--- src/verilog/lc3b_types.sv ---
package lc3b_types;

	typedef logic [15:0] lc3b_word;
	typedef logic [127:0] lc3b_c_block;
	typedef logic [255:0] lc3b_l2_block;

	typedef logic [7:0] lc3b_l2_tag;
	typedef logic [2:0] lc3b_l2_line;
	typedef logic lc3b_l2_offset;

	// tree bits: top, low half (ways 0/1), high half (ways 2/3)
	typedef logic [2:0] lc3b_lru;
	typedef logic [1:0] lc3b_way_sel;

	typedef union packed
	{
		lc3b_word raw;
		struct packed
		{
			lc3b_l2_tag tag;
			lc3b_l2_line line;
			lc3b_l2_offset offset;
			logic [3:0] byte_idx;
		} f;
	} lc3b_l2_addr;

	localparam int l2_ways = 4;
	localparam int l2_sets = 8;

	// cache controller states
	localparam logic [2:0] s_idle = 3'd0;
	localparam logic [2:0] s_compare = 3'd1;
	localparam logic [2:0] s_access = 3'd2;
	localparam logic [2:0] s_writeback = 3'd3;
	localparam logic [2:0] s_fill = 3'd4;

	// arbiter owner codes
	localparam logic [1:0] own_none = 2'd0;
	localparam logic [1:0] own_icache = 2'd1;
	localparam logic [1:0] own_dcache = 2'd2;

endpackage : lc3b_types
--- src/verilog/l2_arbiter.sv ---
`timescale 1ns/10ps

module l2_arbiter
(
	input clk,
	input arst_n,
	input i_read,
	input i_write,
	input lc3b_types::lc3b_word i_address,
	input lc3b_types::lc3b_c_block i_wdata,
	output logic i_resp,
	output lc3b_types::lc3b_c_block i_rdata,
	input d_read,
	input d_write,
	input lc3b_types::lc3b_word d_address,
	input lc3b_types::lc3b_c_block d_wdata,
	output logic d_resp,
	output lc3b_types::lc3b_c_block d_rdata,
	output logic mem_read,
	output logic mem_write,
	output lc3b_types::lc3b_word mem_address,
	output lc3b_types::lc3b_c_block mem_wdata,
	input mem_resp,
	input lc3b_types::lc3b_c_block mem_rdata
);
	import lc3b_types::*;

	logic [1:0] owner;

	// data side wins a tie
	always_ff @(posedge clk or negedge arst_n)
	begin
		if (!arst_n)
			owner <= own_none;
		else if (owner == own_none)
		begin
			if (d_read || d_write)
				owner <= own_dcache;
			else if (i_read || i_write)
				owner <= own_icache;
		end
		else if (mem_resp)
			owner <= own_none;
	end

	always_comb
	begin
		mem_read = 1'b0;
		mem_write = 1'b0;
		mem_address = d_address;
		mem_wdata = d_wdata;
		case (owner)
			own_dcache:
			begin
				mem_read = d_read;
				mem_write = d_write;
			end
			own_icache:
			begin
				mem_read = i_read;
				mem_write = i_write;
				mem_address = i_address;
				mem_wdata = i_wdata;
			end
			default: ;
		endcase
	end

	assign i_resp = mem_resp && (owner == own_icache);
	assign d_resp = mem_resp && (owner == own_dcache);
	assign i_rdata = mem_rdata;
	assign d_rdata = mem_rdata;

endmodule : l2_arbiter

--- config.mk ---
export PLATFORM = sky130hd
export DESIGN_NAME = l2_arbiter
export DESIGN_NICKNAME = d
export VERILOG_FILES = /design/src/verilog/lc3b_types.sv /design/src/verilog/l2_arbiter.sv
export SDC_FILE = /design/constraint.sdc
export NUM_CORES = 1
export LEC_CHECK = 0
export ABC_AREA = 1
export BUFFER_PORTS_ARGS = -buffer_cell sky130_fd_sc_hd__buf_4
export CORE_AREA = 2 2 323 325
export DETAILED_ROUTE_END_ITERATION = 10
export DIE_AREA = 0 0 325 327
export SETUP_SLACK_MARGIN = 0.5
export SLEW_MARGIN = 0
export SYNTH_ARGS = -nofsm -noshare
export SYNTH_HDL_FRONTEND = slang
export SYNTH_SLANG_ARGS = --single-unit
export TNS_END_PERCENT = 20
--- constraint.sdc ---
create_clock -name clk -period 2.5 [get_ports clk]
set_clock_uncertainty 0.05 [all_clocks]
set_input_delay 0.125 -clock clk [delete_from_list [all_inputs] [get_ports clk]]
set_output_delay 0.125 -clock clk [all_outputs]
set_load 0.05 [all_outputs]
==> results.toml <==
[routing]
routed_via_density = 1.988
dr.first_iter.drc_count = 67
wl_mm = 57.10
ant_nets = 0
drc_errors = 0
firstDrtPassIters = 4
routed-via-count = 4040
highest_layer = "met5"
wl_met3_mm = 8.419
dr_wl_met2_mm = 26.50
met1_length_mm = 20.62
wl_per_cell_microns = 28.10

[cells_and_area]
area.sequential_sq_um = 50.05
fill_cells = 12020
largest_reg_flops = 2
instances_no_fill = 2032
drive_gt1_frac = 0.9584
utilization = 0.07689
final_area_sq_um = 7913
layout.nets = 1078
multi_input_area_sq_um = 2003
areaGrowthSynthToFinish_pct = 95.25
top_regs = "owner x2"
top_register = "owner"

[power]
internal_power_mw = 1.847
power_frac_comb = 0.933
power_frac_clock = 0.054
power.switching_fraction = 0.5782
p_sw_mw = 2.532
seqPwrFrac = 0.013
fin_total_pwr_mw = 4.379
p_per_area_nw_per_um2 = 553.4
leakage_nw = 3.319
vdd.ir_drop.worst_uv = 201.0

[die]
num_io_pins = 827
coreArea_sq_um = 102900
die_w_microns = 325
start_util = 0.03938
dieArea_sq_um = 106300
die_h_microns = 327
row_count = 118

[global_routing]
grtUsageTotal = 0.1036
antenna_found_initial = 25
overflow = 0
grt_pass1_wl_mm = 66.52
grt_max_degree = 18
grt_pass1_vias = 4332

[critical_path]
rrSetupSlack_ns = 1.06
endpoint_kind = "output pin"
reg2reg_depth = 7
cp.required_ns = 2.33
arrival_ns = 1.94
critPathMaxFanout = 8
criticalPathCategory = "flop to output pin"
cp-start-kind = "flop"

[sta]
setup_tns_ns = 0
slew_viol_final = 0
hold_violations = 0
period_minus_slack_ns = 2.115
fin_crit_sh = 0.8460
relSlewSlack = 0.8245
whs_ns = 0.1534
setup_viol = 0
rsz0062_at_grt = "true"
max_freq_mhz = 472.8
layout_setup_ws_ns = 0.3849
worst_pin_slew_ns = 0.2654

[cts]
clockBufferDepth = 2
htree_levels = 1
clk_pin_slew_ns = 0.03
cts_inserted_buffers = 3
root_buffer = "clkbuf_16"
clock_latency_ns = 0.22
cts_tree = "built"
clock-sinks = 2

[yosys]
ys_seq_area_frac = 0.01235
yosys_register_bits = 2
synth.area.top_cells = "buf_4, mux2_2, mux2_4, buf_6, dfrtp_1"
yosysTopAreaCellShare = 0.4742
synth.avg_cell_area_sq_um = 9.087
synth_area_sq_um = 4053
syn_nets = 873
ys_types = 15
synth_warnings = 0
yosys.area.top_type = "buf_4"
synthCells = 446

[run]
drv_cap = 0

[placed_design]
dp_hpwl_mm = 52.05
place_congestion = 0.7955
placed_cells = 2008
port_buffers = 442
dp_worst_setup_slack_ns = 0.4652
postPlaceCellArea_sq_um = 7196

[min_path]
hold_depth = 3
min_path_type = "input port to flop"

[status]
status = "completed"
-- power by group through the flow --
stage	combinational, mW	sequential (mW)	clock, mW
floorplan	3.21	0.0527	0
global placement	3.73	0.0557	0
detailed placement	3.73	0.0572	0
CTS	4.11	0.0544	0.242
global route	4.29	0.0557	0.242
finish	4.09	0.0548	0.239
-- final timing paths --
check	startpoint	endpoint
worst min-delay path	d_read	owner[1]
max in group asynchronous	arst_n	owner[0]
worst max-delay path	owner[1]	mem_wdata[112]
worst min register to register	owner[1]	owner[1]
worst max register to register	owner[0]	owner[1]
min in group asynchronous	arst_n	owner[1]
-- cells in the final DEF (no fill, tap or decap), drive strengths merged --
cell,instances
buf,468
mux2,144
nand2,11
clkbuf,5
inv,5
ha,4
diode,3
nor2,2
dfrtp,2
a21oi,2
nand3,1
or2,1
o21ai,1
nand3b,1
bufbuf,1
dlygate4sd3,1
-- synthesized netlist by cell type --
master	instances
buf_2	9
buf_6	7
mux2_4	49
nand2_1	11
o21ai_0	1
dfrtp_1	2
buf_4	256
mux2_2	95
a21oi_1	2
inv_1	5
nor2_1	2
nand3b_1	1
ha_1	4
or2_2	1
nand3_1	1
-- kinds of logic (layout without fill, tap and decap cells) --
kind of cell             after synthesis  after routing  synth area share
buffers and inverters                277            480            0.5094
multiplexers                         144            144            0.4455
AND/OR/NAND/NOR                       16             16           0.01667
adder cells (fa/ha/maj)                4              4           0.01235
AO/OA/AOI/OAI                          3              3          0.003704
flip-flops                             2              2           0.01235
other                                  0              3                 0
-- final cells by class --
cell class	instances	area share
antenna	3	0.0009488
timing repair buffer	472	0.5095
inverter	5	0.002372
sequential	2	0.006325
multi-input combinational	167	0.2532
clock buffer	3	0.009488
tap	1380	0.2182
-- timing repair --
| item | CTS | global route |
|---|---|---|
| gates cloned | 5 | 2 |
| hold buffers | 1 | 0 |
| gates resized for setup | 36 | 46 |
| endpoints found under the hold margin | 2 | 0 |
| setup buffers | 10 | 0 |
| setup endpoints to repair | 111 | 130 |
-- per-layer routing --
layer	vias to the layer above	track usage
li1	1630	-
met1	1724	0.1102
met2	533	0.1698
met3	121	0.06903
met4	32	0.02204
met5	-	0.003549
-- critical path, stage by stage (launching register included) --
cell and delay (ns):
dfrtp_1 0.38, inv_2 0.08, ha_4 0.16, buf_12 0.14, buf_16 0.17, buf_16 0.19
mux2_4 0.37, buf_12 0.16
Note: power is estimated with default switching activity, not from simulation.
