--- config.mk ---
export PLATFORM = sky130hd
export DESIGN_NAME = l2_cache_control
export DESIGN_NICKNAME = d
export VERILOG_FILES = /design/src/verilog/lc3b_types.sv /design/src/verilog/l2_cache_control.sv
export SDC_FILE = /design/constraint.sdc
export NUM_CORES = 1
export LEC_CHECK = 0
export ABC_CLOCK_PERIOD_IN_PS = 1400
export BUFFER_PORTS_ARGS = -buffer_cell sky130_fd_sc_hd__buf_4
export CAP_MARGIN = 20
export CORE_MARGIN = 2
export CORE_UTILIZATION = 33
export DETAILED_ROUTE_END_ITERATION = 12
export PLACE_DENSITY = 0.74
export SETUP_SLACK_MARGIN = 0.1
export SYNTH_ARGS = -nofsm -noshare
export SYNTH_HDL_FRONTEND = slang
export SYNTH_SLANG_ARGS = --single-unit
--- constraint.sdc ---
create_clock -name clk -period 1.4 [get_ports clk]
set_input_delay 0.14 -clock clk [delete_from_list [all_inputs] [get_ports clk]]
set_output_delay 0.14 -clock clk [all_outputs]
set_load 0.02 [all_outputs]
--- src/verilog/lc3b_types.sv ---
package lc3b_types;

	typedef logic [15:0] lc3b_word;
	typedef logic [127:0] lc3b_c_block;
	typedef logic [255:0] lc3b_l2_block;

	typedef logic [7:0] lc3b_l2_tag;
	typedef logic [2:0] lc3b_l2_line;
	typedef logic lc3b_l2_offset;

	// tree bits: top, low half (ways 0/1), high half (ways 2/3)
	typedef logic [2:0] lc3b_lru;
	typedef logic [1:0] lc3b_way_sel;

	typedef union packed
	{
		lc3b_word raw;
		struct packed
		{
			lc3b_l2_tag tag;
			lc3b_l2_line line;
			lc3b_l2_offset offset;
			logic [3:0] byte_idx;
		} f;
	} lc3b_l2_addr;

	localparam int l2_ways = 4;
	localparam int l2_sets = 8;

	// cache controller states
	localparam logic [2:0] s_idle = 3'd0;
	localparam logic [2:0] s_compare = 3'd1;
	localparam logic [2:0] s_access = 3'd2;
	localparam logic [2:0] s_writeback = 3'd3;
	localparam logic [2:0] s_fill = 3'd4;

	// arbiter owner codes
	localparam logic [1:0] own_none = 2'd0;
	localparam logic [1:0] own_icache = 2'd1;
	localparam logic [1:0] own_dcache = 2'd2;

endpackage : lc3b_types
--- src/verilog/l2_cache_control.sv ---
`timescale 1ns/10ps

module l2_cache_control
(
	input clk,
	input arst_n,
	input mem_read,
	input mem_write,
	input hit,
	input [3:0] way_hit,
	input [3:0] way_valid,
	input victim_dirty,
	input lc3b_types::lc3b_way_sel victim,
	input pmem_resp,
	output logic mem_resp,
	output logic pmem_read,
	output logic pmem_write,
	output logic [3:0] ld_way,
	output logic [3:0] ld_tag,
	output logic [3:0] ld_valid,
	output logic [3:0] ld_dirty,
	output logic dirty_in,
	output logic ld_hit,
	output logic ld_evict,
	output logic fill_sel,
	output lc3b_types::lc3b_way_sel evict_way,
	output logic addr_sel,
	output lc3b_types::lc3b_way_sel lru_way,
	output logic ld_lru
);
	import lc3b_types::*;

	logic [2:0] state;
	logic [2:0] next_state;
	lc3b_way_sel fill_way_q;
	lc3b_way_sel choice;
	logic [3:0] fill_onehot;

	// invalid ways go first
	always_comb
	begin
		if (!way_valid[0])
			choice = 2'd0;
		else if (!way_valid[1])
			choice = 2'd1;
		else if (!way_valid[2])
			choice = 2'd2;
		else if (!way_valid[3])
			choice = 2'd3;
		else
			choice = victim;
	end

	always_comb
	begin
		case (way_hit)
			4'b0010: lru_way = 2'd1;
			4'b0100: lru_way = 2'd2;
			4'b1000: lru_way = 2'd3;
			default: lru_way = 2'd0;
		endcase
	end

	assign fill_onehot = 4'b0001 << fill_way_q;
	assign evict_way = (state == s_compare) ? choice : fill_way_q;

	always_comb
	begin
		next_state = state;
		mem_resp = 1'b0;
		pmem_read = 1'b0;
		pmem_write = 1'b0;
		ld_way = '0;
		ld_tag = '0;
		ld_valid = '0;
		ld_dirty = '0;
		dirty_in = 1'b0;
		ld_hit = 1'b0;
		ld_evict = 1'b0;
		fill_sel = 1'b0;
		addr_sel = 1'b0;
		ld_lru = 1'b0;
		case (state)
			s_idle:
			begin
				ld_hit = 1'b1;
				if (mem_read || mem_write)
					next_state = s_compare;
			end
			s_compare:
			begin
				if (hit)
				begin
					mem_resp = 1'b1;
					ld_lru = 1'b1;
					if (mem_write)
					begin
						ld_way = way_hit;
						ld_dirty = way_hit;
						dirty_in = 1'b1;
					end
					next_state = s_idle;
				end
				else
				begin
					ld_evict = 1'b1;
					next_state = victim_dirty ? s_writeback : s_fill;
				end
			end
			s_writeback:
			begin
				pmem_write = 1'b1;
				addr_sel = 1'b1;
				if (pmem_resp)
					next_state = s_fill;
			end
			s_fill:
			begin
				pmem_read = 1'b1;
				if (pmem_resp)
				begin
					fill_sel = 1'b1;
					ld_way = fill_onehot;
					ld_tag = fill_onehot;
					ld_valid = fill_onehot;
					ld_dirty = fill_onehot;
					next_state = s_access;
				end
			end
			s_access:
			begin
				// relatch compare on the freshly filled block
				ld_hit = 1'b1;
				next_state = s_compare;
			end
			default: next_state = s_idle;
		endcase
	end

	always_ff @(posedge clk or negedge arst_n)
	begin
		if (!arst_n)
		begin
			state <= s_idle;
			fill_way_q <= '0;
		end
		else
		begin
			state <= next_state;
			if (ld_evict)
				fill_way_q <= choice;
		end
	end

endmodule : l2_cache_control

==> results.toml, run 1 <==
[timing]
fmax_mhz = 589.3
hold_slack_ps = 135.5
final_max_slew_viol_count = 0
fin_skew_ps = 4.475
slew_headroom_pct = 52.66
worst_slew_pin_slew_ps = 703.8
finalSetupViolations = 31
timing.final.ws_setup_ps = -297.0
timing_hold_violations_final = 0
fin_crit_ps = 1697
grt_setup_unrepaired = "true"
post-route-period-util_pct = 121.2

[drt]
drt.antenna.violating_nets = 0
post_route_drc = 0
initialDrtViolationCount = 13
detailedRoute.firstPassIterationCount = 4
detailroute.via_count = 747
wl_per_cell_um = 16.95
detail_route.wirelength_um = 2441
viasPerCell = 5.188

[power_and_ir_drop]
power_per_cell_area_nw_per_um2 = 1706
leakagePower_nw = 0.6713
clkPwrFrac_pct = 7.5
pwr-share-seq_pct = 15.9
share_comb_of_total_power_pct = 76.7
sw_frac_of_total_pct = 42.57
design_power_total_w = 0.002298
cell_internal_pwr_w = 0.001320
switchingPower_w = 0.0009784
largest_voltage_drop_on_the_vdd_net_uv = 1347

[synth]
ys_warn_count = 0
synth.distinct_cells = 32
synth_largest_area_cell = "dfrtp_1"
synth_top_flop_cell = "dfrtp_1"
mappedNetlistNets = 81
yosys_register_bits = 5
ys_top_cells_by_count = "buf_4, dfrtp_1, nand2_1"
synth_enable_flop_cells = 0
synth_area_leaders = "dfrtp_1, buf_4, nor3b_1"
synth_area_sq_um = 536.8
ys_seq_area_share_pct = 23.31
yosysMostFrequentCell = "buf_4"
gate_count_post_synth = 64
synth_async_sr_flop_share_pct = 100.0
syn_avg_cell_area_sq_um = 8.387
synth_top_area_share_pct = 23.31

[floorplan]
die_area_sq_um = 1965
std_cell_rows = 14
floorplan.io_pins = 46
die-width_um = 44.33
dieHeight_um = 44.33
core-area_sq_um = 1524
initial_utilization_pct = 35.22

[placement]
gp_congestion = 0.7297
place_ws_ps = -91.63
numPortBuffers = 45
hpwlAfterDp_um = 1411

[flow_run]
cap_viol_max_count = 0

[worst_setup_path]
critPathArrivalTime_ps = 1560
crit_chain = "and4bb_4, nor3b_4, a21o_1, buf_6"
cp_max_fo = 6
timing.critical_path.from_type = "flop"
max_stage_delay_ps = 410
path_delay_family = "simple AND/OR/NAND/NOR gates"
critical_path_class = "reg -> out"
critical_path_required_ps = 1260
worst-path-buf-inv = 1
slowest_cp_cell = "dfrtp_1"
timing.critical_path.to_type = "output pin"

[clock_tree]
clock_path_buffers = 2
cts_tree = "done"
numCtsBuffers = 3
clock_sink_count = 5
cts_root_buffer = "clkbuf_4"
cts.reportedPaths.clkPinSlew_ps = 50
worst_skew_pair.late_latency_ps = 240
clock_tree.htree_level_count = 1

[final_layout]
syn_to_final_growth_pct = 151.0
finalNetCount = 146
final_core_utilization_pct = 88.42
layout-drive-gt1-share_pct = 80.47
antennaDiodeCount = 0

[grt]
wire_length_of_the_first_global_routing_pass_um = 3063
grt_start_max_net_pins = 8
first_global_vias = 686
grtUsageTotal_pct = 20.93
overflow = 0
grt_antenna_before_repair = 0

[status]
status = "complete, but fails checks"
failed_checks = "negative setup slack"

[min_path]
worstHoldPathType = "in -> reg"
routing by layer:
layer	share of wire, %	GRT usage [%]
met5	0	0
met4	2.6	5.455
met3	3.6	3.265
met2	55	36.76
met1	39	26.50
per-stage QoR:
stage / std cells / area [sq um] / setup TNS (ps)
after global routing: 144 / 1348 / -8288
after detailed placement: 122 / 984.7 / -257.9
after floorplan: 64 / 644.4 / -1263
after global placement: 122 / 984.7 / -133.0
final: 144 / 1348 / -6794
after CTS: 136 / 1194 / -5144
sequential cells by signal (all words and copies together), names as in the netlist:
signal      count
fill_way_q      2
state           3
area by class of cell:
| type | instances | area (sq um) |
|---|---|---|
| Timing Repair Buffer | 71 | 664.4 |
| Multi-Input combinational cell | 43 | 485.5 |
| Fill cell | 70 | 176.4 |
| Sequential cell | 5 | 127.6 |
| Clock buffer | 4 | 26.28 |
| Inverter | 5 | 23.77 |
| Tap cell | 16 | 20.02 |
power by group through the flow:
stage	Combinational, W	Sequential, W	Clock, W
finish	0.00176	0.000365	0.000172
global route	0.00183	0.000377	0.000184
CTS	0.00146	0.000333	0.000164
detailed placement	0.00117	0.000336	0
global placement	0.00116	0.000328	0
floorplan	0.000739	0.000322	0
kinds of logic after synthesis:
| logic type | share of synthesized area, % |
|---|---|
| flip-flops | 23.31 |
| buffers and inverters | 18.41 |
| multiplexers | 4.196 |
| XOR/XNOR | 3.264 |
| AO/OA/AOI/OAI | 22.61 |
| AND/OR/NAND/NOR | 28.21 |
timing repair:
action                     CTS  global route
setup endpoints to repair   32            32
hold endpoints to repair     5             0
pin swaps                    8             9
hold buffers                 1             0
resized for setup           25            25
cloned                       0             0
buffers inserted             9             8
path summary, 6_finish.rpt:
kind | start | end | slack (ps) | depth (start not counted)
max | state[0] | ld_way[0] | -300 | 4
max in group asynchronous | arst_n | state[2] | 1010 | 2
min reg2reg | fill_way_q[0] | fill_way_q[0] | 770 | 2
min in group asynchronous | arst_n | state[0] | 270 | 2
min | pmem_resp | state[0] | 140 | 2
max reg2reg | state[1] | state[1] | -220 | 5
layout by cell type (no fill, tap or decap), types with 2 or more instances in the layout:
cell type  instances
nand2_4            2
o31ai_4            2
o2bb2ai_2          2
a21oi_2            2
xnor2_1            2
o22ai_1            2
clkbuf_4           3
inv_1              3
dfrtp_2            2
dfrtp_1            3
mux2_4             2
nor3b_4            3
buf_6             29
buf_4             39
nand2_1            3
nor3_1             2
nor2_4             2
(Power assumes the default switching activity.)
==> inputs of run 2 (changes only) <==
--- a/config.mk
+++ b/config.mk
@@ -13,6 +13,7 @@
 export DETAILED_ROUTE_END_ITERATION = 12
 export PLACE_DENSITY = 0.74
 export SETUP_SLACK_MARGIN = 0.1
+export SKIP_LAST_GASP = 1
 export SYNTH_ARGS = -nofsm -noshare
 export SYNTH_HDL_FRONTEND = slang
 export SYNTH_SLANG_ARGS = --single-unit
==> run 2 against run 1 <==
The run still ends with negative setup slack left. Setup slack got worse by 23 ps. Sequential power barely moved. Non-clock buffer count rose by 1. Count of clock-buffer cells in the layout did not move. Clock power fell by 3%. Flip-flop and latch count did not move. First-iteration DRC count fell by 31%. Utilization rose by 0.25 points. Critical path type unchanged.
==> results.toml, run 2 (synthesis results as in run 1) <==
[floorplan]
core-area_sq_um = 1524
floorplan.io_pins = 46
dieHeight_um = 44.33
die_area_sq_um = 1965
initial_utilization_pct = 35.22
std_cell_rows = 14
die-width_um = 44.33

[grt]
wire_length_of_the_first_global_routing_pass_um = 2994
grt_start_max_net_pins = 8
overflow = 0
first_global_vias = 685
grt_antenna_before_repair = 0
grtUsageTotal_pct = 20.42

[placement]
hpwlAfterDp_um = 1411
gp_congestion = 0.7297
numPortBuffers = 45

[power_and_ir_drop]
leakagePower_nw = 0.6759
largest_voltage_drop_on_the_vdd_net_uv = 1360
power_per_cell_area_nw_per_um2 = 1711

[worst_setup_path]
critPathArrivalTime_ps = 1580
timing.critical_path.from_type = "flop"
critical_path_required_ps = 1260
critical_path_class = "reg -> out"
timing.critical_path.to_type = "output pin"
cp_max_fo = 5

[final_layout]
final_common_cell = "buf_4"
seqCellArea_sq_um = 127.6
registers.top_by_ff_count = "state"
final_core_utilization_pct = 88.67
reg_top3 = "state x3, fill_way_q x2"
multiInputGateArea_sq_um = 485.5
largest_register_ff_count = 3
most-common-layout-cells = "buf_4, buf_6"
layout-drive-gt1-share_pct = 80.62
fillers = 75
finalNetCount = 147
syn_to_final_growth_pct = 151.7
antennaDiodeCount = 0

[flow_run]
cap_viol_max_count = 0

[timing]
fin_crit_ps = 1720
post-route-period-util_pct = 122.9
timing.final.ws_setup_ps = -320.1
worst_slew_pin_slew_ps = 662.1
grt_setup_unrepaired = "true"
final_max_slew_viol_count = 0
slew_headroom_pct = 55.47
hold_slack_ps = 145.4
timing_hold_violations_final = 0
finalSetupViolations = 31
fin_skew_ps = 5.227
fmax_mhz = 581.4
totalNegativeSetupSlack_ps = -7267

[drt]
detailroute.via_count = 754
detail_route.wirelength_um = 2566
wl_per_cell_um = 17.70
detailedRoute.firstPassIterationCount = 4
drt.antenna.violating_nets = 0
initialDrtViolationCount = 9
post_route_drc = 0
viasPerCell = 5.200

[clock_tree]
clock_path_buffers = 2
clock_sink_count = 5
cts.reportedPaths.clkPinSlew_ps = 50
numCtsBuffers = 3
cts_root_buffer = "clkbuf_4"
worst_skew_pair.late_latency_ps = 240
cts_tree = "done"
clock_tree.htree_level_count = 1

[min_path]
worstHoldPathType = "in -> reg"

[status]
status = "complete, but fails checks"
failed_checks = "negative setup slack"
## run 2: cell count changes in the layout (fill, tap and decap cells not counted)
cell   change
buf_6      -1
buf_4      +2
## run 2: cell type report
type / count / area share, %
Multi-Input combinational cell: 43 / 35.93
Inverter: 5 / 1.759
Tap cell: 16 / 1.481
Clock buffer: 4 / 1.944
Sequential cell: 5 / 9.444
Timing Repair Buffer: 72 / 49.44
## run 2: final timing paths
kind / from / endpoint / slack (ps) / cells past startpoint
worst max-delay path: state[1] / ld_dirty[2] / -320 / 5
worst min-delay path: pmem_resp / state[0] / 150 / 2
worst max register to register: state[1] / state[1] / -250 / 5
worst min register to register: fill_way_q[0] / fill_way_q[0] / 750 / 2
max in group asynchronous: arst_n / state[1] / 1030 / 2
min in group asynchronous: arst_n / fill_way_q[1] / 250 / 2
## run 2: worst max-delay path, stage by stage, from the launching register on
cell	delay, ps
dfrtp_2	440
nor3b_4	250
and3_4	220
buf_6	130
o2bb2ai_2	150
buf_6	160
## run 2: through the flow
stage / std cells / worst slack, ps / cell area, sq um / power, W
after global placement: 122 / -77.12 / 984.7 / 0.001491
after global routing: 145 / -380.1 / 1351 / 0.002418
final: 145 / -320.1 / 1351 / 0.002312
after CTS: 136 / -275.6 / 1182 / 0.001934
after detailed placement: 122 / -91.63 / 984.7 / 0.001509
after floorplan: 64 / -312.0 / 644.4 / 0.001061
## run 2: repair_timing
item / CTS / global route
buffers inserted: 9 / 9
hold buffers: 1 / 0
endpoints found under the setup margin: 32 / 32
cloned: 0 / 0
resized for setup: 22 / 27
pin swaps: 8 / 10
endpoints found under the hold margin: 5 / 0
## run 2: routing by layer
layer / track usage, % / wire length (um)
met4: 4.242 / 0
met3: 3.265 / 80
met2: 36.47 / 1503
met5: 0 / 0
met1: 25.75 / 982
## run 2: power by group
group	total (W)	internal (W)	switching, W
registers	0.000365	0.000208	0.000157
clock network	0.000167	0.000108	0.0000592
logic	0.00178	0.00101	0.000772
total	0.00231	0.00132	0.000989
